File: config.mk
export PLATFORM = sky130hd
export DESIGN_NAME = routeTagger
export DESIGN_NICKNAME = d
export VERILOG_FILES = /design/src/source/serdesPkg.sv /design/src/source/routeTagger.sv
export VERILOG_INCLUDE_DIRS = /design/src /design/src/source
export SDC_FILE = /design/constraint.sdc
export NUM_CORES = 2
export LEC_CHECK = 0
export BUFFER_PORTS_ARGS = -buffer_cell sky130_fd_sc_hd__buf_2
export CAP_MARGIN = 15
export CORE_MARGIN = 3
export CORE_UTILIZATION = 50
export DETAILED_ROUTE_END_ITERATION = 10
export GPL_TIMING_DRIVEN = 0
export PLACE_DENSITY = 0.65
export SLEW_MARGIN = 10
export SYNTH_ARGS = -nofsm -noshare
export SYNTH_HDL_FRONTEND = slang
export SYNTH_SLANG_ARGS = --single-unit
File: constraint.sdc
create_clock -name clk -period 3.75 [get_ports clk]
set_input_delay 0.75 -clock clk [delete_from_list [all_inputs] [get_ports clk]]
set_output_delay 0.75 -clock clk [all_outputs]
set_load 0.02 [all_outputs]
File: src/source/serdes_macros.svh
`ifndef SERDES_MACROS_SVH
`define SERDES_MACROS_SVH

// link word width
`define WORD_BITS 11

// packet fields
`define CODE_BITS 8
`define DATA_BITS 24
`define ROUTE_BITS 10 // appended by the tagger

// words per packet on the link, lsw first
`define IN_WORDS 3 // 33 bits, 1 pad
`define OUT_WORDS 4 // 44 bits, 2 pad

// buffer depths
`define WORD_FIFO_DEPTH 8
`define PACKET_FIFO_DEPTH 4

`endif

File: src/source/serdesPkg.sv
`default_nettype none

`include "serdes_macros.svh"

package serdesPkg;

	// one word on the 11-bit link
	typedef logic [`WORD_BITS-1:0] wordT;

	// inbound packet, code sits in the msbs
	typedef struct packed {
		logic [`CODE_BITS-1:0] code; // selects the route
		logic [`DATA_BITS-1:0] data; // payload, untouched
	} inPacketT;

	// outbound packet, route appended below data
	typedef struct packed {
		logic [`CODE_BITS-1:0]  code;
		logic [`DATA_BITS-1:0]  data;
		logic [`ROUTE_BITS-1:0] route; // from the route table
	} outPacketT;

endpackage

`default_nettype wire

File: src/source/routeTagger.sv
`default_nettype none
`timescale 1ns/100ps

`include "serdes_macros.svh"

module routeTagger (
	input  logic                    clk,
	input  logic                    arstN,
	input  logic                    cfgValid,
	input  logic [`CODE_BITS-1:0]   cfgCode,
	input  logic [`ROUTE_BITS-1:0]  cfgRoute,
	input  serdesPkg::inPacketT     inPacket,
	input  logic                    inValid,
	output logic                    inReady,
	output serdesPkg::outPacketT    outPacket,
	output logic                    outValid,
	input  logic                    outReady
);

	import serdesPkg::*;

	localparam int tableSize = 1 << `CODE_BITS; // one entry per code

	logic [`ROUTE_BITS-1:0] routeTable [tableSize];
	logic [`ROUTE_BITS-1:0] lookupRoute; // route for the offered packet
	logic accept;

	// register empty or emptying this cycle
	assign inReady = !outValid || outReady;
	assign accept = inValid && inReady;

	// table read before the edge, so a same-cycle write is not seen
	assign lookupRoute = routeTable[inPacket.code];

	// host programming, one entry per cfgValid edge
	always_ff @(posedge clk or negedge arstN) begin
		if (!arstN) begin
			for (int i = 0; i < tableSize; i++) begin
				routeTable[i] <= '0; // unwritten codes route to zero
			end
		end else if (cfgValid) begin
			routeTable[cfgCode] <= cfgRoute;
		end
	end

	// output stage valid
	always_ff @(posedge clk or negedge arstN) begin
		if (!arstN) begin
			outValid <= 1'b0;
		end else if (accept) begin
			outValid <= 1'b1;
		end else if (outReady) begin
			outValid <= 1'b0; // drained, nothing new
		end
	end

	// code and data pass straight through, route appended
	always_ff @(posedge clk) begin
		if (accept) begin
			outPacket.code <= inPacket.code;
			outPacket.data <= inPacket.data;
			outPacket.route <= lookupRoute;
		end
	end

endmodule

`default_nettype wire

==> flow_summary.toml <==
[status]
status = "finished with violations"
violations = "setup timing"

[worst_setup_path]
cp-start-kind = "input pin"
worst-setup-path-type = "in2reg"
r2r-start = "routeTable[2044]"
path_max_fanout = 10
slowest_stage = "a221oi_1"
end_kind = "register"
crit_required_ns = 4.42
crit_family = "buffers and inverters"
timing.critical_path.buf_inv = 5
startpoint = "inPacket[26]"
crit_arrival_ns = 4.60
cp_slowest_stage_delay_ns = 0.94
crit_chain = "buf_2 > buf_2 > buf_4 > buf_4 > nor2_2 > clkbuf_2 > a221oi_1 > o22ai_1 > a211oi_1 > nor4_2"

[clock_tree]
cts.clk_slew.worst_paths_ns = 0.06
cts_buffer_depth = 4
cts_made_buffers = 296
clock_sinks = 2603
cts_root_buf = "clkbuf_16"
cts_max_level = 5
clock_latency_ns = 0.98
tritoncts = "yes"
cts_setup_buffers = 0

[timing]
finalSetupViolations = 55
timing.final.ws_setup_ns = -0.1768
rsz0062_at_grt = "false"
tightestPinTransition_ns = 1.334
finalHoldViolCount = 0
min_period_ns = 3.927
finalMaxSlewViolations = 0
period_share_pct = 104.7
skew_ns = 0.06493
max_slew_margin_pct = 11.04
fmax_mhz = 254.7
holdWs_ns = 0.09311

[pwr]
powerDensity_nw_per_um2 = 485.7
ir_drop_mv = 0.4462
finalPower_uw = 65320
leakagePower_uw = 0.06341

[cells_and_area]
finish.utilization_pct = 57.51
area_growth_pct = 13.83
nets = 8029
layout_common_cells = "mux2_2 (2,575), dfrtp_1 (2,561), mux4_2 (568), clkbuf_1 (370), clkbuf_16 (304)"
layout_commonest_cell = "mux2_2"
drive_gt1_share_pct = 51.03

[global_route]
grt_pass1_vias = 77330
antenna_found_initial = 46
track_usage_pct = 37.88
grt_max_degree = 163
grt_pass1_wl_um = 631200
overflow = 0

[place]
place_ws_ns = -2.582
io_buffers = 83
dp_hpwl_um = 328300
gp_congestion = 1.035

[yosys]
yosysWarnings = 0
synthCells = 7487
synth-seq-cells = 2603
synth_edf_count = 42
yosysSeqAreaShare_pct = 55.31
yosysUniqueCellTypes = 66
syn_area_sq_um = 118100
synthFlopType = "dfrtp_1"
synth_nets = 7542
postSynthAreaPerCell_sq_um = 15.78
async_flop_share_pct = 98.39

[floorplanning]
rows = 177
core_area_sq_um = 233900
die_h_um = 492.1
die_area_sq_um = 242200
die_x_um = 492.1
initial_core_util_pct = 50.52
io_pins = 99

[route]
drt_wl_total_um = 461600
drc = 0
drt_iter0_markers = 9374
final_antenna_net_count = 0
viasPerCell = 6.726
dr.pass1.iters = 6
wl_per_cell_um = 40.70
num_vias = 76280

[hold_path]
hp-start = "outReady"
worst_hold_path_type = "in2reg"

[flow_run]
maxCapViolCount = 0
[cell families (layout without fill, tap and decap cells)]
group           after synthesis  after routing  share of synthesized area [%]
mux                        3338           3338                          37.08
flops                      2603           2603                          55.31
other cells                   0             36                              0
simple gates                523            523                          2.265
buf+inv                     579           1266                          2.522
compound gates              444            444                          2.825
[layout make-up]
cell class | instances | area [sq um]
Antenna cell | 36 | 90.09
Buffer | 558 | 3143
Clock buffer | 431 | 8713
Clock inverter | 67 | 659.4
Fill cell | 18400 | 99370
Inverter | 18 | 67.56
Multi-Input combinational cell | 4305 | 50440
Sequential cell | 2603 | 65350
Tap cell | 3132 | 3919
Timing Repair Buffer | 192 | 2106
[through the flow]
stage,std cells,area [sq um],setup TNS (ns)
6_report,11340,134500,-3.319
3_5_place_dp,10770,123800,-510.69
3_3_place_gp,10700,122500,-
2_1_floorplan,7487,118100,0
4_1_cts,11290,134200,0
5_1_grt,11310,134400,0
[what timing repair did]
action / CTS / global route
setup endpoints to repair: 64 / 135
hold endpoints to repair: 91 / 0
resized for setup: 149 / 16
gates cloned: 1 / 1
hold buffers: 33 / 0
pin swaps: 1 / 2
[worst paths after layout]
path,endpoint,slack [ns],cells past startpoint
min in group asynchronous,routeTable[203],0.46,3
max in group asynchronous,routeTable[896],0.49,8
min,outValid,0.09,3
max reg2reg,outPacket[4],0.71,7
max,outPacket[3],-0.18,10
min reg2reg,routeTable[1254],0.50,1
[per-layer routing]
layer  GRT usage, %  part of all wire, %
met1          49.30                   38
met5         0.5088                0.071
met3          12.07                   10
met2          54.68                   43
met4          24.79                  7.9
[state kept, by name (all words and copies together), names as in the netlist]
name        cells
routeTable   2560
outPacket      42
outValid        1
[synthesized netlist by cell type (6+ instances only)]
cell type  instances  area share, %
mux2_2          2575             25
dfrtp_1         2561             54
mux4_2           568             11
clkbuf_1         367            1.2
mux2i_1          191            1.6
nand2_1          164           0.52
buf_2             93           0.39
nor2_1            92           0.29
nor2_2            79           0.42
o22ai_1           66           0.35
a21oi_1           62           0.26
o221ai_1          61           0.45
a211oi_1          42           0.27
edfxtp_1          42            1.1
a22oi_1           39           0.25
a221oi_1          38           0.28
nor3_1            36           0.15
a22o_1            32           0.24
buf_4             32           0.20
buf_6             32           0.31
nor2b_1           26           0.14
o21ai_0           26           0.11
buf_8             22           0.28
nand2b_1          22           0.12
nand3_1           20          0.085
nor2_4            18           0.17
inv_1             17          0.054
nor4_1            17          0.090
and2_1            15          0.079
and3_1            11          0.058
buf_1             10          0.032
a221o_1            7          0.059
o221ai_2           7          0.089
o32ai_1            7          0.052
a211o_1            6          0.044
o31a_1             6          0.044
[worst reg2reg max path, cell delays in order, from the launching register on]
cell,delay (ns)
dfrtp_1,0.39
mux4_2,0.46
nor2_1,0.45
nor4_1,0.14
o41a_1,0.62
a21oi_2,0.42
nor4_2,0.09
buf_2,0.22
[power by group]
part | leakage (uW) | switching, uW | internal, uW | total [uW]
clock | 0.00463 | 11800 | 16800 | 28600
combinational | 0.0231 | 4130 | 2380 | 6520
sequential | 0.0357 | 685 | 29500 | 30200
total | 0.0634 | 16600 | 48700 | 65300
(Power assumes the default switching activity.)
