$ cat config.mk
export PLATFORM = sky130hd
export DESIGN_NAME = packetSerializer
export DESIGN_NICKNAME = d
export VERILOG_FILES = /design/src/source/serdesPkg.sv /design/src/source/packetSerializer.sv
export VERILOG_INCLUDE_DIRS = /design/src /design/src/source
export SDC_FILE = /design/constraint.sdc
export NUM_CORES = 1
export LEC_CHECK = 0
export BUFFER_PORTS_ARGS = -buffer_cell sky130_fd_sc_hd__buf_2
export CORE_MARGIN = 5
export CORE_UTILIZATION = 40
export DETAILED_ROUTE_END_ITERATION = 10
export HOLD_SLACK_MARGIN = 0.03
export PLACE_DENSITY = 0.78
export REMOVE_ABC_BUFFERS = 1
export SYNTH_ARGS = -nofsm -noshare
export SYNTH_HDL_FRONTEND = slang
export SYNTH_SLANG_ARGS = --single-unit
$ cat constraint.sdc
create_clock -name clk -period 3.5 [get_ports clk]
set_clock_uncertainty 0.1 [all_clocks]
set_input_delay 0.175 -clock clk [delete_from_list [all_inputs] [get_ports clk]]
set_output_delay 0.175 -clock clk [all_outputs]
set_load 0.05 [all_outputs]
$ cat src/source/serdes_macros.svh
`ifndef SERDES_MACROS_SVH
`define SERDES_MACROS_SVH

// link word width
`define WORD_BITS 11

// packet fields
`define CODE_BITS 8
`define DATA_BITS 24
`define ROUTE_BITS 10 // appended by the tagger

// words per packet on the link, lsw first
`define IN_WORDS 3 // 33 bits, 1 pad
`define OUT_WORDS 4 // 44 bits, 2 pad

// buffer depths
`define WORD_FIFO_DEPTH 8
`define PACKET_FIFO_DEPTH 4

`endif

$ cat src/source/serdesPkg.sv
`default_nettype none

`include "serdes_macros.svh"

package serdesPkg;

	// one word on the 11-bit link
	typedef logic [`WORD_BITS-1:0] wordT;

	// inbound packet, code sits in the msbs
	typedef struct packed {
		logic [`CODE_BITS-1:0] code; // selects the route
		logic [`DATA_BITS-1:0] data; // payload, untouched
	} inPacketT;

	// outbound packet, route appended below data
	typedef struct packed {
		logic [`CODE_BITS-1:0]  code;
		logic [`DATA_BITS-1:0]  data;
		logic [`ROUTE_BITS-1:0] route; // from the route table
	} outPacketT;

endpackage

`default_nettype wire

$ cat src/source/packetSerializer.sv
`default_nettype none
`timescale 1ns/100ps

`include "serdes_macros.svh"

module packetSerializer (
	input  logic                 clk,
	input  logic                 arstN,
	input  serdesPkg::outPacketT inPacket,
	input  logic                 inValid,
	output logic                 inReady,
	output serdesPkg::wordT      outWord,
	output logic                 outValid,
	input  logic                 outReady
);

	import serdesPkg::*;

	localparam int outBits = `OUT_WORDS * `WORD_BITS; // 44
	localparam int padBits = outBits - $bits(outPacketT); // 2
	localparam int idxBits = $clog2(`OUT_WORDS);
	localparam logic [idxBits-1:0] lastWord = idxBits'(`OUT_WORDS - 1);

	logic [outBits-1:0] shiftReg; // padded copy of the packet
	logic [idxBits-1:0] wordIdx; // slice currently offered
	logic lastTaken; // fourth word leaves this cycle
	logic load;
	logic advance;

	assign advance = outValid && outReady;
	assign lastTaken = advance && (wordIdx == lastWord);

	// idle, or reload right as the last word goes
	assign inReady = !outValid || lastTaken;
	assign load = inValid && inReady;

	// lsw first
	assign outWord = shiftReg[wordIdx * `WORD_BITS +: `WORD_BITS];

	always_ff @(posedge clk or negedge arstN) begin
		if (!arstN) begin
			wordIdx <= '0;
			outValid <= 1'b0;
		end else begin
			if (load) begin
				wordIdx <= '0; // restart at the low word
				outValid <= 1'b1;
			end else if (lastTaken) begin
				wordIdx <= '0;
				outValid <= 1'b0; // nothing queued behind
			end else if (advance) begin
				wordIdx <= wordIdx + 1'b1;
			end
		end
	end

	// pad bits end up in the top of the fourth word
	always_ff @(posedge clk) begin
		if (load) begin
			shiftReg <= {{padBits{1'b0}}, inPacket};
		end
	end

endmodule

`default_nettype wire

==> flow_metrics.py <==
metrics = {
    "critical_path": {
        "critPathKind": "flip-flop to flip-flop",
        "crit_family": "flip-flops",
        "worst-path-buf-inv": 1,
        "worst_setup_path_start_kind": "flip-flop",
        "critical_path.cell_chain": "ha_1 -> a21boi_0 -> nor2b_4 -> buf_4",
        "crit_slowest_cell": "dfrtp_1",
        "r2r-start": "wordIdx[0]$_DFFE_PN0P_",
        "crit_path_max_incr_delay_ns": 0.81,
        "cp_max_fo": 25,
        "arrival_ns": 2.61,
        "critPathRequiredTime_ns": 3.38,
        "cp-end-kind": "flip-flop",
        "crit_start": "wordIdx[0]$_DFFE_PN0P_",
    },
    "sta": {
        "hold_viol": 0,
        "worst_pin_slew_ns": 0.722,
        "rsz0062_at_grt": "false",
        "period_needed_ns": 2.73,
        "tns_ns": 0,
        "fin_crit_sh_pct": 78.1,
        "finalWorstSetupSlack_ns": 0.765,
        "slew_headroom_pct": 51.8,
        "setup_violations": 0,
        "maxSlewViolCount": 0,
        "whs_ns": 0.102,
        "max_freq_ghz": 0.366,
    },
    "placed_design": {
        "placed_area_um2": 2040,
        "hpwl_um": 2230,
        "place_ws_ns": 0.782,
        "portBuffers": 58,
        "numPlacedInstances": 179,
        "gp_congestion": 0.644,
    },
    "power_and_ir_drop": {
        "peakVddDrop_v": 0.000462,
        "power_mw": 1.67,
        "p_per_area_nw_per_um2": 652,
        "power.leakage_nw": 1.01,
    },
    "logic_synthesis": {
        "yosys_warnings": 0,
        "yosysSeqAreaShare_pct": 78.0,
        "synth_flop_cell": "edfxtp_1",
        "post-synth-top-count-cell": "edfxtp_1",
        "synthTopCellsByArea": "edfxtp_1, mux4_2, mux4_1",
        "synth_edf_count": 42,
        "synth_commonest_cells": "edfxtp_1, mux4_2, mux4_1",
        "yosys.area.top_type": "edfxtp_1",
        "yosys_register_bits": 45,
        "synth_top_area_share_pct": 73.6,
        "synthCells": 73,
        "syn_avg_cell_area_um2": 23.5,
        "syn_area_um2": 1710,
        "ys_types": 19,
        "synthArstFlopShare_pct": 6.67,
    },
    "floorplanning": {
        "core-area_um2": 4090,
        "die_h_um": 75.4,
        "die_width_um": 75.4,
        "start_util_pct": 41.9,
        "row_count": 23,
        "die-area_um2": 5690,
        "ios": 59,
    },
    "routing": {
        "wl_per_cell_um": 15.1,
        "firstDrtPassIters": 4,
        "drt_iter0_drc": 44,
        "vias": 1098,
        "drt-total-wl_um": 3490,
        "vias_per_cell": 4.75,
        "drc": 0,
        "antenna_left": 0,
    },
    "finish": {
        "syn2layout_area_growth_pct": 49.9,
        "drive_above_1_share_pct": 40.3,
        "fin_util_pct": 62.8,
        "diodes": 0,
        "layoutNonFillerInstCount": 231,
        "final_nets": 227,
        "final_area_um2": 2570,
        "fill_cells": 288,
    },
    "clocking": {
        "clk_pin_slew_worst_paths_ns": 0.08,
        "cts_sinks": 45,
        "post-cts-setup-buffers": 0,
        "clock_latency_ns": 0.29,
        "cts-root-buf": "clkbuf_8",
        "cts_buffer_depth": 2,
        "cts_tree": "done",
        "cts_buffers": 5,
        "cts_resized": 0,
        "htree_num_levels": 2,
    },
    "global_route": {
        "grt_pass1_wl_um": 5440,
        "antenna_found_initial": 0,
        "grt_pass1_vias": 1171,
        "overflow": 0,
        "grt_max_degree": 26,
        "track_usage_pct": 13.4,
    },
    "hold_path": {
        "min_path_type": "input pin to flip-flop",
        "min_from": "outReady",
    },
    "job": {
        "maxCapViolations": 0,
    },
    "run_status": {
        "status": "completed",
    },
}
layer usage:
metal / track usage, % / vias to the layer above / share of wire (%)
met5: 0 / - / 0
met4: 5.24 / 0 / 1.5
met3: 4.88 / 6 / 8.2
met2: 23.2 / 44 / 52
met1: 15.1 / 531 / 38
li1: - / 517 / -
worst register-to-register path: cells and delay by family (launching register included):
kind	cells	cell delay, ns
flops	1	0.81
simple gates	1	0.61
buf+inv	1	0.37
compound gates	1	0.20
fa+ha+maj	1	0.32
final cells by class:
class | count | area [um2] | share of cell area, %
Clock inverter | 2 | 10.0 | 0.390
Timing Repair Buffer | 103 | 738 | 28.8
Clock buffer | 6 | 72.6 | 2.83
Multi-Input combinational cell | 24 | 344 | 13.4
Sequential cell | 45 | 1340 | 52.0
Tap cell | 50 | 62.6 | 2.44
Inverter | 1 | 3.75 | 0.146
kinds of logic after synthesis:
group                      share of synthesized area [%]
adders and majority gates                          0.730
and+or+nand+nor                                     1.90
buffers and inverters                               2.34
DFF                                                 78.0
AOI/OAI and AO/OA                                   2.56
muxes                                               14.5
worst paths after layout:
check                                               to  slack (ns)  cells past startpoint
worst max-delay path             shiftReg[6]$_DFFE_PP_        0.77                      4
worst min-delay path            wordIdx[0]$_DFFE_PN0P_        0.10                      2
worst max register to register   shiftReg[6]$_DFFE_PP_        0.77                      4
worst min register to register  wordIdx[0]$_DFFE_PN0P_        0.58                      1
max in group asynchronous       wordIdx[0]$_DFFE_PN0P_        3.08                      2
min in group asynchronous         outValid$_DFFE_PN0P_        0.11                      2
where the power goes:
part	internal, mW	switching [mW]	total, mW
sequential	0.664	0.0780	0.742
combinational	0.233	0.406	0.639
clock	0.138	0.155	0.293
sequential cells by signal (all words and copies together) (netlist names):
signal / flops
outValid: 1
wordIdx: 2
shiftReg: 42
placed cells by master (no fill, tap or decap), drive strengths merged, types with 2 or more instances in the layout:
cell | synthesis | final
buf | 3 | 59
dlygate4sd3 | 0 | 44
edfxtp | 42 | 42
mux4 | 9 | 9
clkbuf | 0 | 6
mux2i | 3 | 3
dfrtp | 3 | 3
o2bb2ai | 2 | 2
clkinv | 0 | 2
nor2b | 2 | 2
repair_timing:
| item | 4_1_cts | 5_1_grt |
|---|---|---|
| hold buffers | 44 | 0 |
| setup endpoints to repair | 0 | 0 |
| endpoints found under the hold margin | 46 | 0 |
No activity file was read; power rests on OpenSTA's default activity.
