==> config.mk <==
export PLATFORM = sky130hd
export DESIGN_NAME = packetDeserializer
export DESIGN_NICKNAME = d
export VERILOG_FILES = /design/src/source/serdesPkg.sv /design/src/source/packetDeserializer.sv
export VERILOG_INCLUDE_DIRS = /design/src /design/src/source
export SDC_FILE = /design/constraint.sdc
export NUM_CORES = 1
export LEC_CHECK = 0
export BUFFER_PORTS_ARGS = -buffer_cell sky130_fd_sc_hd__buf_4
export CAP_MARGIN = 10
export CORE_ASPECT_RATIO = 0.9
export CORE_MARGIN = 2
export CORE_UTILIZATION = 25
export DETAILED_ROUTE_END_ITERATION = 10
export PLACE_DENSITY = 0.46
export SLEW_MARGIN = 20
export SYNTH_ARGS = -nofsm -noshare
export SYNTH_HDL_FRONTEND = slang
export SYNTH_SLANG_ARGS = --single-unit
==> constraint.sdc <==
create_clock -name clk -period 1.56 [get_ports clk]
set_input_delay 0.234 -clock clk [delete_from_list [all_inputs] [get_ports clk]]
set_output_delay 0.234 -clock clk [all_outputs]
set_load 0.05 [all_outputs]
==> src/source/serdes_macros.svh <==
`ifndef SERDES_MACROS_SVH
`define SERDES_MACROS_SVH

// link word width
`define WORD_BITS 11

// packet fields
`define CODE_BITS 8
`define DATA_BITS 24
`define ROUTE_BITS 10 // appended by the tagger

// words per packet on the link, lsw first
`define IN_WORDS 3 // 33 bits, 1 pad
`define OUT_WORDS 4 // 44 bits, 2 pad

// buffer depths
`define WORD_FIFO_DEPTH 8
`define PACKET_FIFO_DEPTH 4

`endif

==> src/source/serdesPkg.sv <==
`default_nettype none

`include "serdes_macros.svh"

package serdesPkg;

	// one word on the 11-bit link
	typedef logic [`WORD_BITS-1:0] wordT;

	// inbound packet, code sits in the msbs
	typedef struct packed {
		logic [`CODE_BITS-1:0] code; // selects the route
		logic [`DATA_BITS-1:0] data; // payload, untouched
	} inPacketT;

	// outbound packet, route appended below data
	typedef struct packed {
		logic [`CODE_BITS-1:0]  code;
		logic [`DATA_BITS-1:0]  data;
		logic [`ROUTE_BITS-1:0] route; // from the route table
	} outPacketT;

endpackage

`default_nettype wire

==> src/source/packetDeserializer.sv <==
`default_nettype none
`timescale 1ns/100ps

`include "serdes_macros.svh"

module packetDeserializer (
	input  logic                clk,
	input  logic                arstN,
	input  serdesPkg::wordT     inWord,
	input  logic                inValid,
	output logic                inReady,
	output serdesPkg::inPacketT outPacket,
	output logic                outValid,
	input  logic                outReady
);

	import serdesPkg::*;

	localparam int asmBits = `IN_WORDS * `WORD_BITS; // 33 incl. pad
	localparam int pktBits = $bits(inPacketT); // 32
	localparam int cntBits = $clog2(`IN_WORDS);
	localparam logic [cntBits-1:0] lastWord = cntBits'(`IN_WORDS - 1);

	logic [asmBits-1:0] asmReg; // words land lsw first
	logic [cntBits-1:0] wordCnt; // slot for the next word
	logic accept;
	logic taken;

	// held packet blocks input until it leaves
	// in the take cycle the next first word may come in
	assign inReady = !outValid || outReady;
	assign accept = inValid && inReady;
	assign taken = outValid && outReady;

	// drop the pad bit at the top of the last word
	assign outPacket = inPacketT'(asmReg[pktBits-1:0]);

	always_ff @(posedge clk or negedge arstN) begin
		if (!arstN) begin
			wordCnt <= '0;
			outValid <= 1'b0;
		end else begin
			if (accept) begin
				if (wordCnt == lastWord) begin
					wordCnt <= '0;
					outValid <= 1'b1; // third word completes the packet
				end else begin
					wordCnt <= wordCnt + 1'b1;
					if (taken) begin
						outValid <= 1'b0;
					end
				end
			end else if (taken) begin
				outValid <= 1'b0;
			end
		end
	end

	// word goes into its own slice
	// a first word during a take overwrites slice 0 after it is sampled
	always_ff @(posedge clk) begin
		if (accept) begin
			asmReg[wordCnt * `WORD_BITS +: `WORD_BITS] <= inWord;
		end
	end

endmodule

`default_nettype wire

==> results of run 1 <==
area by class of cell:
type | instances | area, µm²
Fill cell | 562 | 3598
Multi-Input combinational cell | 50 | 404.1
Timing Repair Buffer | 54 | 407.9
Clock inverter | 2 | 12.51
Tap cell | 70 | 87.58
Clock buffer | 6 | 72.57
Sequential cell | 35 | 1037
Inverter | 2 | 7.507
state kept, by name (all words and copies together) (netlist names):
signal    flops
outValid      1
asmReg       32
wordCnt       2
worst paths after layout:
path                             from    endpoint  slack (ns)
setup / recovery           wordCnt[1]  asmReg[29]        0.09
max in group asynchronous       arstN  wordCnt[0]        1.20
hold reg to reg              outValid    outValid        0.56
min in group asynchronous       arstN    outValid        0.26
setup reg to reg           wordCnt[1]  asmReg[29]        0.09
hold / removal                inValid    outValid        0.18
per-layer routing:
metal	routed length, µm	vias to the layer above	global-route usage	part of all wire
met5	0	-	0	0
met4	44	0	0.04839	0.015
met3	202	5	0.03813	0.067
met2	1429	35	0.1640	0.48
met1	1322	408	0.1161	0.44
li1	-	439	-	-
stage by stage:
stage | power, µW | setup TNS (ns) | cell area (µm²) | std cells
floorplan | 2717 | 0 | 1461 | 89
global placement | 3230 | 0 | 1912 | 207
detailed placement | 3257 | -0.1620 | 1912 | 207
CTS | 3936 | 0 | 2022 | 218
global route | 4115 | 0 | 2029 | 219
finish | 3902 | 0 | 2029 | 219
synth_stat cells (all sizes together):
cell type  instances  area share
mux2               2       0.016
nor3b              2       0.026
and3              13       0.057
and4b              1      0.0078
buf                1      0.0052
nand2b             1      0.0061
inv                2      0.0052
ha                 6       0.052
dfrtp              3       0.052
clkbuf             1      0.0026
nor3               1      0.0035
nand2              4       0.010
edfxtp            32        0.67
and2              20       0.087
worst max-delay path: cells and delay by family, from the launching register on:
family | cells | cell delay (ns)
fa+ha+maj | 1 | 0.23
buf+inv | 2 | 0.27
flops | 1 | 0.42
simple gates | 2 | 0.31
power by group:
group,internal [µW],switching [µW]
Clock,312,319
Sequential,1340,76.7
Combinational,662,1190
Total,2320,1580
what timing repair did:
| item | 4_1_cts | 5_1_grt |
|---|---|---|
| buffers inserted | 2 | 1 |
| pin swaps | 0 | 1 |
| resized for setup | 0 | 1 |
| endpoints found under the setup margin | 10 | 13 |
| hold buffers | 1 | 0 |
| hold endpoints to repair | 3 | 0 |
| cloned | 0 | 0 |
kinds of logic (layout without fill, tap and decap cells):
group                      after synthesis  count (layout)
adders and majority gates                6               6
buffers and inverters                    4              64
DFF                                     35              35
muxes                                    2               2
and+or+nand+nor                         42              42
==> flow_summary_export.csv, run 1 <==
group,metric,value,unit
finish,layout.nets,169,
finish,drive_above_1_share,0.4966,
pwr,p_leak,0.0008748,µW
yosys,synth.avg_cell_area,16.15,µm²
yosys,synth_mux_area_frac,0.01567,
global_route,gr-total-overflow,0,
clock_tree,root_buffer,"clkbuf_8",
routing,drtIter0Drc,31,
worst_setup_path,cp_slowest_cell,"dfrtp_1",
yosys,yosysUniqueCellTypes,15,
worst_hold_path,hold_class,"in2reg",
yosys,yosysWarnings,0,
yosys,syn_nets,110,
yosys,synth.ff_latch_count,35,
worst_setup_path,critPathCaptureType,"flop",
floorplan,start_util,0.2554,
finish,syn2layout_area_growth,41.17,%
routing,vias_per_cell,4.050,
worst_setup_path,critPathArrivalTime,1.51,ns
yosys,synth_top_family_by_area,"simple AND/OR/NAND/NOR gates",
yosys,synthXorXnorAreaFrac,0,
outcome,status,"complete, no violations",
routing,wire_per_inst,13.68,µm
timing,hold_ws,0.1797,ns
finish,final_cell_mix,"buf_4, edfxtp_1, and2_1, and3_1",
placed_design,portBuffers,48,
timing,post-route-min-period,1.469,ns
timing,relSlewSlack,0.8060,
worst_setup_path,path_cells,"inv_2, ha_4, nor3b_4, buf_4, and2_1",
global_route,grt_usage,0.1005,
clock_tree,h-tree-depth,2,
yosys,synth_cells,89,
floorplan,dieArea,6374,µm²
clock_tree,numCtsBuffers,5,
clock_tree,clk_path_buf_depth,2,
timing,setup_slack,0.09143,ns
worst_setup_path,worstSetupStartpointType,"flop",
floorplan,dieWidth,83.94,µm
routing,final_antenna_net_count,0,
finish,antenna_cells,0,
timing,hold_viol,0,
placed_design,dp_hpwl,2.223,mm
finish,layout_commonest_cell,"buf_4",
routing,dr.pass1.iters,2,
clock_tree,cts_sinks,35,
clock_tree,cts_tree,"built",
global_route,antenna_found_initial,0,
floorplan,die_height,75.94,µm
yosys,synth-simple-area-share,0.1984,
yosys,yosysSeqAreaShare,0.7206,
routing,wl,2.997,mm
finish,finish.utilization,0.3606,
clock_tree,path_clk_slew,0.07,ns
placed_design,pre_cts_ws,-0.02955,ns
floorplan,placementRows,26,
global_route,grt_max_degree,18,
worst_hold_path,holdPathStages,3,
run,max-cap-violations,0,
global_route,grt_pass1_wl,4.795,mm
pwr,peakVddDrop,0.7648,mV
placed_design,finalWeightedCongestion,0.7305,
routing,drc,0,
timing,finalMaxSlewViolations,0,
worst_setup_path,rr_worst_depth,5,
routing,vias,887,
floorplan,io_pins,49,
global_route,first_global_vias,954,
timing,worst_pin_slew,0.2910,ns
clock_tree,clock_latency,0.28,ns
yosys,synth_compound_area_frac,0,
worst_setup_path,cp_max_fo,6,
floorplan,coreArea,5628,µm²
worst_setup_path,cp_data_required_time,1.60,ns
timing,fin_skew,0.008188,ns
timing,fmax,680.9,MHz
yosys,netlist_area,1438,µm²
worst_setup_path,cpPeakStageDelay,0.42,ns
timing,finalCritPeriodShare,0.9414,
timing,rsz0062_at_grt,"false",
yosys,synth_fa_ha_area_frac,0.05222,
pwr,power_density,1922,nW/µm²
timing,setup_violations,0,
worst_setup_path,criticalPathCategory,"reg2reg",
No activity file was read; power rests on OpenSTA's default activity.
==> inputs of run 2 (changes only) <==
--- a/config.mk
+++ b/config.mk
@@ -12,7 +12,7 @@
 export CORE_MARGIN = 2
 export CORE_UTILIZATION = 25
 export DETAILED_ROUTE_END_ITERATION = 10
-export PLACE_DENSITY = 0.46
+export PLACE_DENSITY = 0.48
 export SLEW_MARGIN = 20
 export SYNTH_ARGS = -nofsm -noshare
 export SYNTH_HDL_FRONTEND = slang
==> run 2 against run 1 <==
Net effect: first-iteration DRC count unchanged; critical path type unchanged; flip-flop and latch count unchanged; largest cell class unchanged; sequential share of layout area decreased by 1.2 points; critical endpoint is now asmReg[25].
==> flow_summary_export.csv, run 2 (synthesis gave the netlist of run 1 again) <==
group,metric,value,unit
outcome,status,"complete, no violations",
timing,fin_skew,0.007189,ns
finish,layout_commonest_cell,"buf_4",
worst_setup_path,criticalPathCategory,"reg2reg",
global_route,gr-total-overflow,0,
clock_tree,numCtsBuffers,5,
worst_setup_path,worstSetupStartpointType,"flop",
pwr,p_leak,0.0008986,µW
floorplan,start_util,0.2554,
floorplan,coreArea,5628,µm²
pwr,peakVddDrop,0.7553,mV
routing,vias_per_cell,4.178,
clock_tree,clk_path_buf_depth,2,
finish,regArea,1037,µm²
placed_design,dp_cells,208,
routing,drtIter0Drc,31,
finish,regMostFlops,"asmReg",
worst_hold_path,hold_class,"in2reg",
timing,post-route-min-period,1.473,ns
finish,reg_top3,"asmReg: 32 flops, wordCnt: 2 flops, outValid: 1 flops",
floorplan,placementRows,26,
timing,relSlewSlack,0.7638,
global_route,grt_max_degree,12,
clock_tree,cts_sinks,35,
timing,hold_viol,0,
global_route,grt_usage,0.1090,
global_route,first_global_vias,1020,
worst_setup_path,critPathLaunch,"wordCnt[1]",
finish,final_cell_mix,"buf_4, edfxtp_1, and2_1, and3_1",
finish,fin_area,2077,µm²
clock_tree,root_buffer,"clkbuf_8",
placed_design,placed_cell_area,1919,µm²
worst_hold_path,hold_start,"inValid",
routing,dr.pass1.iters,4,
timing,fin_setup_tns,0,ns
worst_setup_path,cp_data_required_time,1.60,ns
routing,drc,0,
clock_tree,path_clk_slew,0.07,ns
timing,worst_pin_slew,0.3540,ns
timing,fmax,678.9,MHz
global_route,antenna_found_initial,0,
routing,wl,3.226,mm
finish,stdcell_count,219,
global_route,grt_pass1_wl,5.306,mm
floorplan,dieWidth,83.94,µm
worst_setup_path,r2r_start,"wordCnt[1]",
clock_tree,clock_latency,0.28,ns
timing,rsz0062_at_grt,"false",
worst_setup_path,critPathCaptureType,"flop",
placed_design,finalWeightedCongestion,0.7478,
routing,vias,915,
floorplan,dieArea,6374,µm²
finish,antenna_cells,0,
worst_setup_path,cp_max_fo,6,
finish,multi_input_area,404.1,µm²
timing,hold_ws,0.1857,ns
finish,largest_reg_flops,32,
pwr,power_density,2054,nW/µm²
finish,nFillCells,558,
routing,final_antenna_net_count,0,
finish,layout.nets,169,
floorplan,die_height,75.94,µm
placed_design,portBuffers,48,
timing,finalMaxSlewViolations,0,
finish,drive_above_1_share,0.4966,
clock_tree,h-tree-depth,2,
worst_setup_path,critPathArrivalTime,1.51,ns
run,max-cap-violations,0,
finish,syn2layout_area_growth,44.47,%
placed_design,dp_hpwl,2.453,mm
floorplan,io_pins,49,
timing,setup_violations,0,
clock_tree,cts_tree,"built",
routing,wire_per_inst,14.73,µm
timing,finalCritPeriodShare,0.9443,
-- run 2: changes by cell type in the layout (fill, tap and decap cells not counted) --
cell and delta:
bufinv_16 +2, clkinvlp_4 -1, clkinv_2 -1
-- run 2: per-stage QoR --
step | utilization | total power [µW] | setup WS (ns)
after floorplan | - | 2717 | 0.05401
after global placement | 0.3410 | 3262 | 0.02460
after detailed placement | 0.3410 | 3297 | -0.02071
after CTS | 0.3691 | 4304 | 0.03500
after global routing | 0.3691 | 4476 | 0.01695
final | 0.3691 | 4266 | 0.08694
-- run 2: worst max-delay path: stages (launching register included) --
cell and delay (ns):
dfrtp_1 0.42, inv_2 0.12, ha_4 0.23, nor3b_4 0.16, buf_4 0.16, and2_1 0.15
-- run 2: where the power goes --
part | internal (µW) | total [µW] | leakage [µW] | switching [µW]
logic | 664 | 1870 | 0.000491 | 1210
clock network | 639 | 958 | 0.0000654 | 319
registers | 1350 | 1440 | 0.000342 | 91.1
-- run 2: area by class of cell --
cell class,count,share of cell area
clock buffer,6,0.03494
clock inverter,2,0.02892
inverter,2,0.003614
multi-input combinational,50,0.1946
sequential,35,0.4994
tap,70,0.04217
timing repair buffer,54,0.1964
-- run 2: path summary, 6_finish.rpt --
| check | to | slack [ns] | cells past startpoint |
|---|---|---|---|
| hold reg to reg | outValid | 0.58 | 2 |
| max in group asynchronous | wordCnt[0] | 1.18 | 2 |
| setup / recovery | asmReg[25] | 0.09 | 5 |
| hold / removal | outValid | 0.19 | 3 |
| setup reg to reg | asmReg[25] | 0.09 | 5 |
| min in group asynchronous | outValid | 0.27 | 2 |
-- run 2: timing repair --
item,4_1_cts,5_1_grt
pin swaps,0,0
gates resized for setup,0,1
setup endpoints to repair,10,20
buffers inserted,2,0
endpoints found under the hold margin,3,0
hold buffers,1,0
-- run 2: layer usage --
metal / vias up / wire length [µm] / share of wire / GRT usage
met5: - / 0 / 0 / 0
met4: 0 / 12 / 0.0037 / 0.02903
met3: 2 / 194 / 0.060 / 0.04902
met2: 37 / 1605 / 0.50 / 0.1736
met1: 439 / 1414 / 0.44 / 0.1349
li1: 437 / - / - / -
==> inputs of run 3 (changes only) <==
--- a/config.mk
+++ b/config.mk
@@ -12,6 +12,7 @@
 export CORE_MARGIN = 2
 export CORE_UTILIZATION = 25
 export DETAILED_ROUTE_END_ITERATION = 10
+export MAX_ROUTING_LAYER = met4
 export PLACE_DENSITY = 0.48
 export SLEW_MARGIN = 20
 export SYNTH_ARGS = -nofsm -noshare
==> run 3 against run 2 <==
Net effect: flip-flop and latch count stayed put; clock power hardly changed; routed wire length up 0.15%; core utilization did not move; clock skew about the same; sequential share of layout area is the same; critical path depth unchanged; largest cell class unchanged; highest routed layer unchanged; critical endpoint unchanged; via count stayed put; critical path type unchanged.
==> flow_summary_export.csv, run 3 (synthesis gave the netlist of run 1 again) <==
group,metric,value,unit
outcome,status,"complete, no violations",
timing,fmax,678.9,MHz
routing,vias,915,
worst_setup_path,rr_worst_depth,5,
pwr,p_int,2648,µW
routing,wire_per_inst,14.75,µm
finish,fin_area,2077,µm²
worst_setup_path,critPathLaunch,"wordCnt[1]",
placed_design,dp_hpwl,2.453,mm
timing,finalMaxSlewViolations,0,
finish,drive_above_1_share,0.4966,
worst_hold_path,hold_class,"in2reg",
timing,post-route-min-period,1.473,ns
timing,worst_pin_slew,0.3541,ns
timing,setup_violations,0,
routing,wl,3.231,mm
worst_setup_path,path_cells,"inv_2, ha_4, nor3b_4, buf_4, and2_1",
worst_setup_path,critPathArrivalTime,1.51,ns
finish,syn2layout_area_growth,44.47,%
finish,final_cell_mix,"buf_4, edfxtp_1, and2_1, and3_1",
global_route,grt_pass1_wl,5.299,mm
global_route,grt_usage,0.1122,
worst_setup_path,path_buf_inv,2,
clock_tree,clock_latency,0.28,ns
worst_setup_path,worstSetupStartpointType,"flop",
routing,drtIter0Drc,34,
global_route,grt_max_degree,12,
global_route,gr-total-overflow,0,
worst_setup_path,cp_data_required_time,1.60,ns
clock_tree,cts_tree,"built",
timing,finalCritPeriodShare,0.9443,
placed_design,placed_cell_area,1919,µm²
timing,hold_viol,0,
floorplan,start_util,0.2554,
placed_design,pre_cts_ws,-0.02071,ns
global_route,antenna_found_initial,0,
floorplan,coreArea,5628,µm²
floorplan,dieWidth,83.94,µm
pwr,pwr-share-clk,0.224,
pwr,switching_share,0.3792,
timing,fin_skew,0.006982,ns
worst_setup_path,cp_max_fo,6,
routing,drc,0,
routing,dr.pass1.iters,4,
timing,setup_slack,0.08696,ns
worst_hold_path,hold_start,"inValid",
worst_hold_path,holdPathStages,3,
run,max-cap-violations,0,
timing,rsz0062_at_grt,"false",
worst_setup_path,crit_family,"flip-flops",
floorplan,placementRows,26,
finish,largest_reg_flops,32,
clock_tree,h-tree-depth,2,
finish,layout.nets,169,
worst_setup_path,criticalPathCategory,"reg2reg",
worst_setup_path,cpPeakStageDelay,0.42,ns
clock_tree,clk_path_buf_depth,2,
floorplan,dieArea,6374,µm²
placed_design,portBuffers,48,
floorplan,die_height,75.94,µm
worst_setup_path,cp.depth,5,
worst_setup_path,cp_slowest_cell,"dfrtp_1",
placed_design,finalWeightedCongestion,0.7573,
worst_setup_path,critPathCaptureType,"flop",
routing,vias_per_cell,4.178,
finish,nFillCells,558,
clock_tree,cts_sinks,35,
global_route,first_global_vias,1023,
clock_tree,root_buffer,"clkbuf_8",
clock_tree,path_clk_slew,0.07,ns
finish,reg_top3,"asmReg: 32 flops, wordCnt: 2 flops, outValid: 1 flops",
finish,antenna_cells,0,
routing,final_antenna_net_count,0,
pwr,comb_power_share,0.439,
finish,layout_commonest_cell,"buf_4",
timing,relSlewSlack,0.7637,
finish,regMostFlops,"asmReg",
pwr,power_switching,1618,µW
worst_setup_path,r2r_start,"wordCnt[1]",
pwr,power_frac_seq,0.337,
pwr,power_density,2054,nW/µm²
pwr,peakVddDrop,0.7551,mV
floorplan,io_pins,49,
pwr,p_leak,0.0008986,µW
clock_tree,numCtsBuffers,5,
## run 3: cell counts in the layout (fill, tap and decap cells not counted)
No cell type changed its count.
## run 3: per-stage QoR
| step | power (µW) | std cells | hold slack [ns] | util | setup TNS [ns] |
|---|---|---|---|---|---|
| after floorplan | 2717 | 89 | -0.06159 | - | 0 |
| after global placement | 3262 | 208 | 0.02789 | 0.3410 | 0 |
| after detailed placement | 3297 | 208 | 0.03145 | 0.3410 | -0.04974 |
| after CTS | 4304 | 219 | 0.1833 | 0.3691 | 0 |
| after global routing | 4476 | 219 | 0.2091 | 0.3691 | 0 |
| final | 4266 | 219 | 0.1857 | 0.3691 | 0 |
## run 3: power groups by stage
stage / sequential (µW) / combinational [µW] / clock [µW]
5_1_grt: 1460 / 2010 / 1010
3_5_place_dp: 1460 / 1840 / 0
3_3_place_gp: 1450 / 1810 / 0
4_1_cts: 1440 / 1890 / 976
2_1_floorplan: 2060 / 654 / 0
6_report: 1440 / 1870 / 957
## run 3: cell type report
| cell class | instances | area, µm² | area share |
|---|---|---|---|
| Clock buffer | 6 | 72.57 | 0.03494 |
| Inverter | 2 | 7.507 | 0.003614 |
| Multi-Input combinational cell | 50 | 404.1 | 0.1946 |
| Sequential cell | 35 | 1037 | 0.4994 |
| Clock inverter | 2 | 60.06 | 0.02892 |
| Tap cell | 70 | 87.58 | 0.04217 |
| Timing Repair Buffer | 54 | 407.9 | 0.1964 |
## run 3: final timing paths
| path | to | slack, ns |
|---|---|---|
| hold reg to reg | outValid | 0.58 |
| setup reg to reg | asmReg[25] | 0.09 |
| hold / removal | outValid | 0.19 |
| max in group asynchronous | wordCnt[0] | 1.18 |
| setup / recovery | asmReg[25] | 0.09 |
| min in group asynchronous | outValid | 0.27 |
## run 3: metal layers
| metal | GRT usage | vias to the layer above | part of all wire |
|---|---|---|---|
| met3 | 0.04684 | 2 | 0.056 |
| met4 | 0.02903 | 0 | 0.0034 |
| met1 | 0.1363 | 439 | 0.44 |
| met5 | - | - | 0 |
| li1 | - | 437 | - |
| met2 | 0.1736 | 37 | 0.50 |
## run 3: repair_timing
action                     in CTS  in global routing
setup endpoints to repair      10                 20
hold endpoints to repair        3                  0
resized for setup               0                  1
hold buffers                    1                  0
buffers inserted                2                  0
## run 3: worst register-to-register path: cells and delay by family (launching register included)
kind | cells | cell delay [ns]
DFF | 1 | 0.42
and+or+nand+nor | 2 | 0.31
adders and majority gates | 1 | 0.23
buffers and inverters | 2 | 0.28
