File: config.mk
export PLATFORM = sky130hd
export DESIGN_NAME = wordFifo
export DESIGN_NICKNAME = d
export VERILOG_FILES = /design/src/source/wordFifo.sv
export SDC_FILE = /design/constraint.sdc
export NUM_CORES = 1
export LEC_CHECK = 0
export ABC_AREA = 1
export BUFFER_PORTS_ARGS = -buffer_cell sky130_fd_sc_hd__buf_4
export CAP_MARGIN = 20
export CORE_UTILIZATION = 55
export DETAILED_ROUTE_END_ITERATION = 12
export PLACE_DENSITY_LB_ADDON = 0.2
export SYNTH_ARGS = -nofsm -noshare
export SYNTH_HDL_FRONTEND = slang
export SYNTH_SLANG_ARGS = --single-unit
File: constraint.sdc
create_clock -name clk -period 2.3 [get_ports clk]
set_input_delay 0.23 -clock clk [delete_from_list [all_inputs] [get_ports clk]]
set_output_delay 0.23 -clock clk [all_outputs]
set_load 0.005 [all_outputs]
File: src/source/wordFifo.sv
`default_nettype none
`timescale 1ns/100ps

module wordFifo #(
	parameter type payloadT = logic [7:0],
	parameter int depth = 4
) (
	input  logic    clk,
	input  logic    arstN,
	input  payloadT inData,
	input  logic    inValid,
	output logic    inReady,
	output payloadT outData,
	output logic    outValid,
	input  logic    outReady
);

	// pointer and count widths, guard depth of 1
	localparam int ptrBits = (depth > 1) ? $clog2(depth) : 1;
	localparam int cntBits = $clog2(depth + 1);

	payloadT mem [depth]; // circular storage
	logic [ptrBits-1:0] wrPtr; // next slot to fill
	logic [ptrBits-1:0] rdPtr; // head entry
	logic [cntBits-1:0] count; // occupancy
	logic full;
	logic wrEn;
	logic rdEn;

	// wraps at depth, not at a power of two
	function automatic logic [ptrBits-1:0] nextPtr(input logic [ptrBits-1:0] ptr);
		logic [ptrBits-1:0] result;
		if (ptr == ptrBits'(depth - 1)) begin
			result = '0;
		end else begin
			result = ptr + 1'b1;
		end
		return result;
	endfunction

	assign full = (count == cntBits'(depth));
	assign outValid = (count != '0); // registered state only
	assign outData = mem[rdPtr]; // head visible the cycle after a write
	assign inReady = !full || outReady; // full fifo still takes a word when one leaves

	assign wrEn = inValid && inReady;
	assign rdEn = outValid && outReady;

	always_ff @(posedge clk or negedge arstN) begin
		if (!arstN) begin
			wrPtr <= '0;
			rdPtr <= '0;
			count <= '0;
		end else begin
			if (wrEn) begin
				wrPtr <= nextPtr(wrPtr);
			end
			if (rdEn) begin
				rdPtr <= nextPtr(rdPtr);
			end
			// count only moves on an unbalanced cycle
			if (wrEn && !rdEn) begin
				count <= count + 1'b1;
			end else if (rdEn && !wrEn) begin
				count <= count - 1'b1;
			end
		end
	end

	// storage write
	always_ff @(posedge clk) begin
		if (wrEn) begin
			mem[wrPtr] <= inData;
		end
	end

endmodule

`default_nettype wire

==> metrics.md, run 1 <==
| Metric | Value |
|---|---|
| Status | completed |
| Num CTS Buffers | 5 |
| Max stage delay on crit path | 0.44 ns |
| WP buf/inv | 1 |
| Syn. warnings | 0 |
| PD cells | 1140 nW/um^2 |
| First-pass GRT wire length | 4620 um |
| Post-synthesis cell area | 1780 sq um |
| Worst Path Class, Setup | flop to flop |
| Leakage Power | 0.880 nW |
| Routed WL per cell | 12.5 um |
| Placed cell count | 217 |
| Via count | 1097 |
| Rows | 20 |
| DP Worst Slack | 0.467 ns |
| Final Skew | 0.00403 ns |
| PortBufs | 21 |
| Fin nets | 200 |
| H-tree depth | 2 |
| Period utilization | 0.798 |
| DP HPWL | 1950 um |
| Core ar. | 3050 sq um |
| DRT iter0 DRCs | 47 |
| Number of detailed-route iterations in the first pass | 4 |
| Max-cap violations | 0 |
| Die area | 3470 sq um |
| Worst-Margin Slew | 0.667 ns |
| Area Overhead vs Synth | 13.3% |
| Final cell count without fillers | 226 |
| Seq/Total Area, Yosys | 0.638 |
| RSZ-0062 raised after global routing | no |
| Maximum clock frequency | 545 MHz |
| Top Ports | 22 |
| Gr usage total | 0.193 |
| Initial antenna violation count | 0 |
| Design Power | 2.30 mW |
| GR met2 Demand/Resource | 0.308 |
| Worst IR drop on VDD | 0.512 mV |
| Pin count of the biggest net entering global routing | 36 |
| Chip Width | 58.9 um |
| Layout cells sized above 1 | 0.225 |
| Post-layout min period | 1.84 ns |
| Worst hold-check path type | input port to flop |
| Syn nets | 172 |
| Distinct cell type count after synthesis | 21 |
| TritonCTS clock tree | yes |
| Worst-Skew Late Latency | 0.34 ns |
| Cells after Synth | 153 |
| Clock-pin slew of the registers on the worst-case setup and hold paths | 0.10 ns |
| Setup TNS | 0 ns |
| GR Util met3 | 0.0681 |
| Post-placement cell area | 1960 sq um |
| Clock tree buffer depth | 2 |
| Signal arrival time at the worst endpoint | 2.07 ns |
| Setup violators final | 0 |
| Crit. End Element | flop |
| CP required | 2.53 ns |
| Grt peak-use layer | met2 |
| Final instance area | 2020 sq um |
| Vias in the first global route | 1016 |
| Most used cell, CP | nand2_1 |
| Crit-path cells | nor2_2 > nand2_2 > nand2_1 > ha_1 > inv_1 > fa_1 > nand2_1 > nand3_1 > nand2_1 > nand2_1 |
| Delay-heaviest family, CP | simple AND/OR/NAND/NOR gates |
| Die Y | 58.9 um |
| Setup WS post-layout | 0.464 ns |
| # diodes | 0 |
| Max FO, Critical Path | 4 |
| Critical path launch point type | flop |
| CP max-delay cell | dfrtp_1 |
| M1 GR Usage | 0.240 |
| Antenna Nets Post-Route | 0 |
| Vias per cell | 4.85 |
| Resize count post-CTS | 0 |
| Slew margin rel. | 0.555 |
| WL final | 2830 um |
| Fin. Hold Viols | 0 |
| Register bit total from synthesis | 39 |
| Total clock sinks | 39 |
| Final Max Slew Viols | 0 |
| Most frequent cells in the layout | nand2_1, edfxtp_1, inv_1 |
| Root cell of the clock tree | clkbuf_4 |
| Syn_area_per_cell | 11.6 sq um |
| Gpl congestion | 0.846 |
| Grt total ovfl | 0 |
| Initial core utilization | 0.584 |
| DRC violations left | 0 |
report_power, final:
part	total, mW	switching, mW	internal, mW
Clock	0.314	0.201	0.113
Combinational	0.921	0.499	0.422
Sequential	1.07	0.126	0.943
Total	2.30	0.826	1.48
flip-flops by register name, summed over array words and instances (netlist names):
register,flops
mem,32
count,3
rdPtr,2
wrPtr,2
through the flow:
stage                     hold slack (ns)   util
after floorplan                   -0.0656      -
final                              0.0914  0.661
after global placement             0.0441  0.642
after detailed placement           0.0473  0.642
after global routing               0.0603  0.661
after CTS                          0.0662  0.661
cell families after synthesis:
group                      Yosys count  share of synthesized area
DFF                                 39                      0.638
adders and majority gates            7                     0.0534
AOI/OAI and AO/OA                   24                     0.0871
buffers and inverters               33                     0.0976
xor gates and xnor gates             1                    0.00492
and+or+nand+nor                     49                      0.119
cells in the mapped netlist:
cell type,instances,share of area
edfxtp_1,32,0.54
nand2_1,32,0.067
inv_1,27,0.057
o211ai_1,8,0.034
dfrtp_1,7,0.098
ha_1,6,0.042
nand3_1,5,0.014
nor2_1,5,0.011
a21oi_1,4,0.011
a21oi_2,4,0.020
buf_6,4,0.025
o21ai_0,4,0.011
o21ai_1,4,0.011
nor2_2,3,0.011
nand2_2,2,0.0070
buf_12,1,0.011
buf_4,1,0.0042
fa_1,1,0.011
nand2_4,1,0.0063
nand4_1,1,0.0035
xnor2_1,1,0.0049
area by class of cell:
type | count | area (sq um)
repair buffers | 27 | 205
clock inverters | 2 | 7.51
inverters | 27 | 101
multi-input cells | 81 | 472
well taps | 44 | 55.1
flip-flops and latches | 39 | 1140
fillers | 258 | 1030
clock buffers | 6 | 41.3
worst reg2reg max path: stages, from the launching register on:
cell and delay [ns]:
dfrtp_1 0.44, nor2_2 0.17, nand2_2 0.09, nand2_1 0.11, ha_1 0.18, inv_1 0.07
fa_1 0.38, nand2_1 0.10, nand3_1 0.08, nand2_1 0.06, nand2_1 0.05
metal layers:
layer  up-vias  wire length [um]
met2        25              1390
met3         6               128
met5         -                 0
li1        563                 -
met4         0                55
met1       503              1250
worst paths after layout:
path	startpoint	endpoint	slack (ns)	depth (start not counted)
max	count[0]	count[2]	0.46	10
min	inData[3]	mem[1][3]	0.09	1
max reg2reg	count[0]	count[2]	0.46	10
min reg2reg	count[2]	count[2]	0.51	2
max in group asynchronous	arstN	count[2]	1.93	2
min in group asynchronous	arstN	wrPtr[1]	0.25	2
what timing repair did:
| action | 4_1_cts | 5_1_grt |
|---|---|---|
| endpoints found under the hold margin | 7 | 0 |
| hold buffers | 1 | 0 |
| setup buffers | 0 | 0 |
Power figures use the tool's default switching activity.
==> inputs of run 2 (changes only) <==
Settings changed: ABC_AREA 1 to 0.
Clock period 2.3 ns to 1.83 ns, I/O delays scaled along.
==> run 2 against run 1 <==
Effect of this change: the flow now finishes with violations (negative setup slack); sequential power rose by 28%; hold slack got worse by 0.051 ns; maximum frequency fell by 12%; register-to-register slack got worse by 0.73 ns; critical endpoint is now count[1].
==> metrics.md, run 2 <==
| Metric | Value |
|---|---|
| WL final | 2390 um (-16%) |
| Layout Utilization | 0.704 (+0.0431) |
| Crit. End Element | flop |
| Pin count of the biggest net entering global routing | 13 (-64%) |
| Clock tree buffer depth | 2 (unchanged) |
| Max stage delay on crit path | 0.52 ns (+0.08 ns) |
| Grt total ovfl | 0 (unchanged) |
| Die Y | 55.8 um (-5.4%) |
| Number of synthesized flops with an enable pin | 32 (unchanged) |
| Cells after Synth | 81 (-47%) |
| Chip Width | 55.8 um (-5.4%) |
| Worst-Skew Late Latency | 0.33 ns (about the same) |
| Design Power | 2.79 mW (+21%) |
| Number of detailed-route iterations in the first pass | 4 (unchanged) |
| Syn nets | 100 (-42%) |
| Layout fillers | 186 (-28%) |
| Hold WS | 0.0407 ns (-0.0508 ns) |
| Gpl congestion | 0.737 (-13%) |
| CP max-delay cell | or4b_4 |
| DP HPWL | 1640 um (-16%) |
| Setup violators final | 2 (+2) |
| TritonCTS clock tree | yes |
| Core ar. | 2760 sq um (-9.7%) |
| Worst IR drop on VDD | 1.10 mV (+110%) |
| Period utilization | 1.15 (+0.348) |
| Slew margin rel. | 0.713 (+0.157) |
| Comb power frac | 0.367 (-0.033) |
| Seq/Total Area, Yosys | 0.715 (+0.0773) |
| # diodes | 0 (unchanged) |
| DRC violations left | 0 (unchanged) |
| Most common cell in the netlist | edfxtp_1 |
| Hold Path Origin | inData[6] |
| Max FO, Critical Path | 2 (-2) |
| Max reg flops | 32 (unchanged) |
| Distinct cell type count after synthesis | 19 (-9.5%) |
| Sw Ratio | 0.291 (-0.0679) |
| Status | finished, violations left |
| RSZ-0062 raised after global routing | yes |
| Worst Path Class, Setup | flop to flop |
| Gr usage total | 0.177 (-0.0167) |
| CP required | 2.06 ns (-0.47 ns) |
| Commonest register cell after synthesis | edfxtp_1 |
| Root cell of the clock tree | clkbuf_4 |
| Layout cells sized above 1 | 0.492 (+0.266) |
| Clock network fraction of design power | 0.140 (+0.004) |
| Final Skew | 0.0100 ns (+0.00601 ns) |
| Area leader, netlist | edfxtp_1 |
| Origin of the worst setup path | count[1] |
| Syn. warnings | 0 (unchanged) |
| Most common cell after layout, fill and taps aside | edfxtp_1 |
| Final Max Slew Viols | 0 (unchanged) |
| DRT iter0 DRCs | 21 (-55%) |
| Reg2Reg Depth | 6 (-4) |
| Hold Path Stages | 1 (unchanged) |
| Fin. Hold Viols | 0 (unchanged) |
| Worst hold-check path type | input port to flop |
| Setup WS post-layout | -0.268 ns (-0.732 ns) |
| Critical path launch point type | flop |
| Synth top area share | 0.605 (+0.0654) |
| H-tree depth | 2 (unchanged) |
| Total clock sinks | 39 (unchanged) |
| Most frequent cells in the layout | edfxtp_1, buf_4, mux4_2 |
| Initial core utilization | 0.576 (-0.00738) |
| Post-synthesis cell area | 1590 sq um (-11%) |
| Routed WL per cell | 16.0 um (+28%) |
| Die area | 3110 sq um (-10%) |
| Crit-path cells | or4b_4 > and2_4 > ha_4 > inv_2 > fa_2 > mux2_2 |
| Async S/R FF share, synth | 0.179 (unchanged) |
| Max-cap violations | 0 (unchanged) |
| First-pass GRT wire length | 3970 um (-14%) |
| Delay-heaviest family, CP | simple AND/OR/NAND/NOR gates |
| PD cells | 1430 nW/um^2 (+26%) |
| Crit path depth | 6 (-4) |
| NetSw | 810 uW (-2.0%) |
| Internal power | 1.98 mW (+34%) |
| Clock-pin slew of the registers on the worst-case setup and hold paths | 0.11 ns (about the same) |
| WP buf/inv | 1 (unchanged) |
| Maximum clock frequency | 477 MHz (-12%) |
| Violated checks | negative setup slack |
| Antenna Nets Post-Route | 0 (unchanged) |
| Fin nets | 136 (-32%) |
| Post-synth top cells | edfxtp_1, mux4_2, dfrtp_1 |
| Register bit total from synthesis | 39 (unchanged) |
| Area Overhead vs Synth | 22.2% |
| Worst-Margin Slew | 0.431 ns (-0.236 ns) |
| Syn_area_per_cell | 19.6 sq um (+68%) |
| PortBufs | 21 (unchanged) |
| Top Registers | mem (32), count (3) |
| DP Worst Slack | -0.226 ns (-0.693 ns) |
| Initial antenna violation count | 0 (unchanged) |
| Vias per cell | 5.56 (+15%) |
| Signal arrival time at the worst endpoint | 2.33 ns (+0.26 ns) |
| Via count | 829 (-24%) |
| Num CTS Buffers | 5 (unchanged) |
| Top Ports | 22 (unchanged) |
| Reg2reg start | count[1] |
| Rows | 19 (-5.0%) |
| Top post-synthesis cells by area | edfxtp_1, mux4_2, dfrtp_1, ha_1, mux2_2 |
| Post-layout min period | 2.10 ns (+0.262 ns) |
| Reg with most FFs | mem |
| Vias in the first global route | 863 (-15%) |
| Leakage Power | 0.749 nW (-15%) |
| Sequential Power Share | 0.493 (+0.029) |
## run 2: cell types whose count changed after synthesis, sizes merged, moves of 5 or more
cell and delta:
o21ai -6, inv -24, nor2 -5, o211ai -8, nand2 -34, a21oi -8, mux4 +8
## run 2: routing by layer
metal	wire, um	GRT usage
met4	50	0.0929
met3	95	0.0442
met2	1250	0.303
met1	987	0.205
met5	0	0
## run 2: area by class of cell
class	instances	area (sq um)	share of cell area
clock inverters	2	8.76	0.00451
inverters	3	11.3	0.00580
repair buffers	32	243	0.125
well taps	31	38.8	0.0200
clock buffers	6	41.3	0.0213
flip-flops and latches	39	1140	0.587
multi-input cells	36	459	0.236
## run 2: final timing paths
| kind | slack, ns | end |
|---|---|---|
| setup reg to reg | -0.27 | count[1] |
| setup / recovery | -0.27 | count[1] |
| min in group asynchronous | 0.19 | count[1] |
| hold / removal | 0.04 | mem[2][6] |
| max in group asynchronous | 1.49 | rdPtr[0] |
| hold reg to reg | 0.60 | count[2] |
## run 2: repair_timing
| item | 4_1_cts | 5_1_grt |
|---|---|---|
| buffers inserted | 1 | 1 |
| gates cloned | 0 | 0 |
| hold buffers | 1 | 0 |
| setup endpoints to repair | 10 | 10 |
| resized for setup | 5 | 2 |
| pin swaps | 3 | 3 |
| hold endpoints to repair | 7 | 0 |
## run 2: logic make-up (layout without fill, tap and decap cells)
group           count (synthesis)  count (layout)  share of synthesized area
compound gates                  2               2                     0.0110
buf+inv                         6              43                     0.0157
mux                            11              11                      0.135
fa+ha+maj                       7               7                     0.0598
simple gates                   13              13                     0.0472
flops                          39              39                      0.715
xor+xnor                        3               3                     0.0165
## run 2: power by group through the flow
stage,Clock [mW],Combinational (mW),Sequential [mW]
2_1_floorplan,0,0.663,1.28
3_3_place_gp,0,0.958,1.38
3_5_place_dp,0,0.987,1.39
4_1_cts,0.398,1.02,1.38
5_1_grt,0.426,1.13,1.40
6_report,0.391,1.02,1.37
## run 2: per-stage QoR
step	cell area, sq um	std cells	setup TNS, ns
global placement	1840	138	-0.333
global route	1940	149	-0.612
detailed placement	1840	138	-0.440
finish	1940	149	-0.441
CTS	1930	148	-0.418
floorplan	1610	81	-0.491
==> inputs of run 3 (changes only) <==
Clock period 1.83 ns to 2.67 ns, I/O delays scaled along.
==> run 3 against run 2 <==
Effect of this change: the run now ends clean; combinational power decreased by 41%; global-route usage increased by 0.27 points; first-iteration DRC count unchanged; maximum frequency decreased by 14%; clock skew increased by 0.0032 ns; clock power decreased by 3%.
==> metrics.md, run 3 (same netlist as run 2, synthesis figures left out) <==
| Metric | Value |
|---|---|
| NetSw | 546 uW (-33%) |
| Gr usage total | 0.179 (+0.00266) |
| Initial core utilization | 0.576 (unchanged) |
| Period utilization | 0.916 (-0.230) |
| Comb power frac | 0.311 (-0.056) |
| PortBufs | 21 (unchanged) |
| Critical path launch point type | flop |
| Crit-path cells | or4b_1 > and2_4 > ha_1 > inv_1 > fa_1 > mux2_2 |
| Total clock sinks | 39 (unchanged) |
| Maximum clock frequency | 409 MHz (-14%) |
| Initial antenna violation count | 0 (unchanged) |
| First-pass GRT wire length | 3940 um (-0.71%) |
| WL final | 2400 um (+0.38%) |
| Root cell of the clock tree | clkbuf_4 |
| Most frequent cells in the layout | edfxtp_1, buf_4, mux4_2 |
| Leakage Power | 0.709 nW (-5.4%) |
| Final Skew | 0.0133 ns (+0.00325 ns) |
| Routed WL per cell | 17.2 um (+7.6%) |
| CP max-delay cell | or4b_1 |
| Reg2reg start | count[0] |
| Worst hold-check path type | input port to flop |
| Worst IR drop on VDD | 0.879 mV (-20%) |
| Sequential Power Share | 0.491 (-0.002) |
| Area Overhead vs Synth | 16.9% |
| Fin nets | 126 (-7.4%) |
| Core ar. | 2760 sq um (unchanged) |
| Die area | 3110 sq um (unchanged) |
| Worst Path Class, Setup | flop to flop |
| Hold Path Origin | inData[0] |
| Slew margin rel. | 0.608 (-0.104) |
| Chip Width | 55.8 um (unchanged) |
| Num CTS Buffers | 5 (unchanged) |
| Signal arrival time at the worst endpoint | 2.68 ns (+0.35 ns) |
| Vias in the first global route | 832 (-3.6%) |
| Top Ports | 22 (unchanged) |
| Hold Path Stages | 1 (unchanged) |
| Max FO, Critical Path | 8 (+6) |
| Die Y | 55.8 um (unchanged) |
| DP HPWL | 1630 um (-0.65%) |
| H-tree depth | 2 (unchanged) |
| Fin. Hold Viols | 0 (unchanged) |
| Post-layout min period | 2.45 ns (+0.348 ns) |
| Reg with most FFs | mem |
| Sw Ratio | 0.284 (-0.00641) |
| Layout fillers | 189 (+1.6%) |
| Pin count of the biggest net entering global routing | 13 (unchanged) |
| WP buf/inv | 1 (unchanged) |
| Vias per cell | 5.60 (+0.73%) |
| Internal power | 1.38 mW (-30%) |
| R2r setup slk | 0.22 ns (+0.49 ns) |
| Gpl congestion | 0.722 (-2.0%) |
| DRC violations left | 0 (unchanged) |
| Max-cap violations | 0 (unchanged) |
| Worst-Margin Slew | 0.588 ns (+0.157 ns) |
| Antenna Nets Post-Route | 0 (unchanged) |
| Final Max Slew Viols | 0 (unchanged) |
| CP required | 2.90 ns (+0.84 ns) |
| Design Power | 1.92 mW (-31%) |
| Delay-heaviest family, CP | simple AND/OR/NAND/NOR gates |
| Rows | 19 (unchanged) |
| Reg-to-Reg End | count[1] |
| # diodes | 0 (unchanged) |
| Top Registers | mem (32), count (3) |
| Most common cell after layout, fill and taps aside | edfxtp_1 |
| Setup violators final | 0 (-2) |
| DRT iter0 DRCs | 21 (unchanged) |
| Reg2Reg Depth | 6 (unchanged) |
| Worst hold endpoint | mem[3][0] |
| TritonCTS clock tree | yes |
| Grt total ovfl | 0 (unchanged) |
| Via count | 779 (-6.0%) |
| Layout Utilization | 0.673 (-0.0309) |
| PD cells | 1030 nW/um^2 (-28%) |
| Clock-pin slew of the registers on the worst-case setup and hold paths | 0.11 ns (about the same) |
| Setup TNS | 0 ns (+0.441 ns) |
| RSZ-0062 raised after global routing | no |
| Worst-Skew Late Latency | 0.34 ns (about the same) |
| Status | completed |
| Clock network fraction of design power | 0.197 (+0.057) |
| Max reg flops | 32 (unchanged) |
| Clock tree buffer depth | 2 (unchanged) |
| Number of detailed-route iterations in the first pass | 4 (unchanged) |
| Max stage delay on crit path | 0.68 ns (+0.16 ns) |
| Crit. End Element | flop |
| Layout cells sized above 1 | 0.380 (-0.112) |
run 3: worst max path at each step:
stage / start / depth (start not counted) / endpoint
after global placement: count[0] / 6 / count[1]
after floorplan: count[0] / 7 / count[1]
after detailed placement: count[0] / 6 / count[1]
after CTS: count[0] / 6 / count[1]
after global routing: count[0] / 6 / count[1]
final: count[0] / 6 / count[1]
run 3: power by group through the flow:
| stage | combinational (mW) | clock [mW] | sequential (mW) |
|---|---|---|---|
| 2_1_floorplan | 0.440 | 0 | 0.878 |
| 3_3_place_gp | 0.587 | 0 | 0.955 |
| 3_5_place_dp | 0.606 | 0 | 0.963 |
| 4_1_cts | 0.609 | 0.384 | 0.950 |
| 5_1_grt | 0.653 | 0.414 | 0.969 |
| 6_report | 0.598 | 0.379 | 0.944 |
run 3: metrics by stage:
step | hold WS, ns | std cells | cell area (sq um) | worst slack [ns]
2_1_floorplan | -0.0286 | 81 | 1590 | 0.395
3_3_place_gp | 0.0862 | 130 | 1770 | 0.349
3_5_place_dp | 0.0852 | 130 | 1770 | 0.253
4_1_cts | 0.109 | 139 | 1860 | 0.230
5_1_grt | 0.0858 | 139 | 1860 | 0.125
6_report | 0.118 | 139 | 1860 | 0.224
run 3: repair_timing:
item | 4_1_cts | 5_1_grt
setup buffers | 0 | 0
resized for setup | 0 | 0
hold buffers | 1 | 0
endpoints found under the hold margin | 7 | 0
run 3: per-layer routing:
| metal | track usage | vias up | share of wire |
|---|---|---|---|
| li1 | - | 367 | - |
| met5 | 0 | - | 0 |
| met3 | 0.0814 | 2 | 0.046 |
| met4 | 0.0536 | 0 | 0.010 |
| met1 | 0.217 | 388 | 0.42 |
| met2 | 0.291 | 22 | 0.52 |
run 3: final cells by class:
cell class / instances / area (sq um) / share of cell area
inverter: 3 / 11.3 / 0.00606
clock inverter: 1 / 30.0 / 0.0162
sequential: 39 / 1140 / 0.612
tap: 31 / 38.8 / 0.0209
timing repair buffer: 22 / 168 / 0.0903
clock buffer: 7 / 45.0 / 0.0243
multi-input combinational: 36 / 428 / 0.230
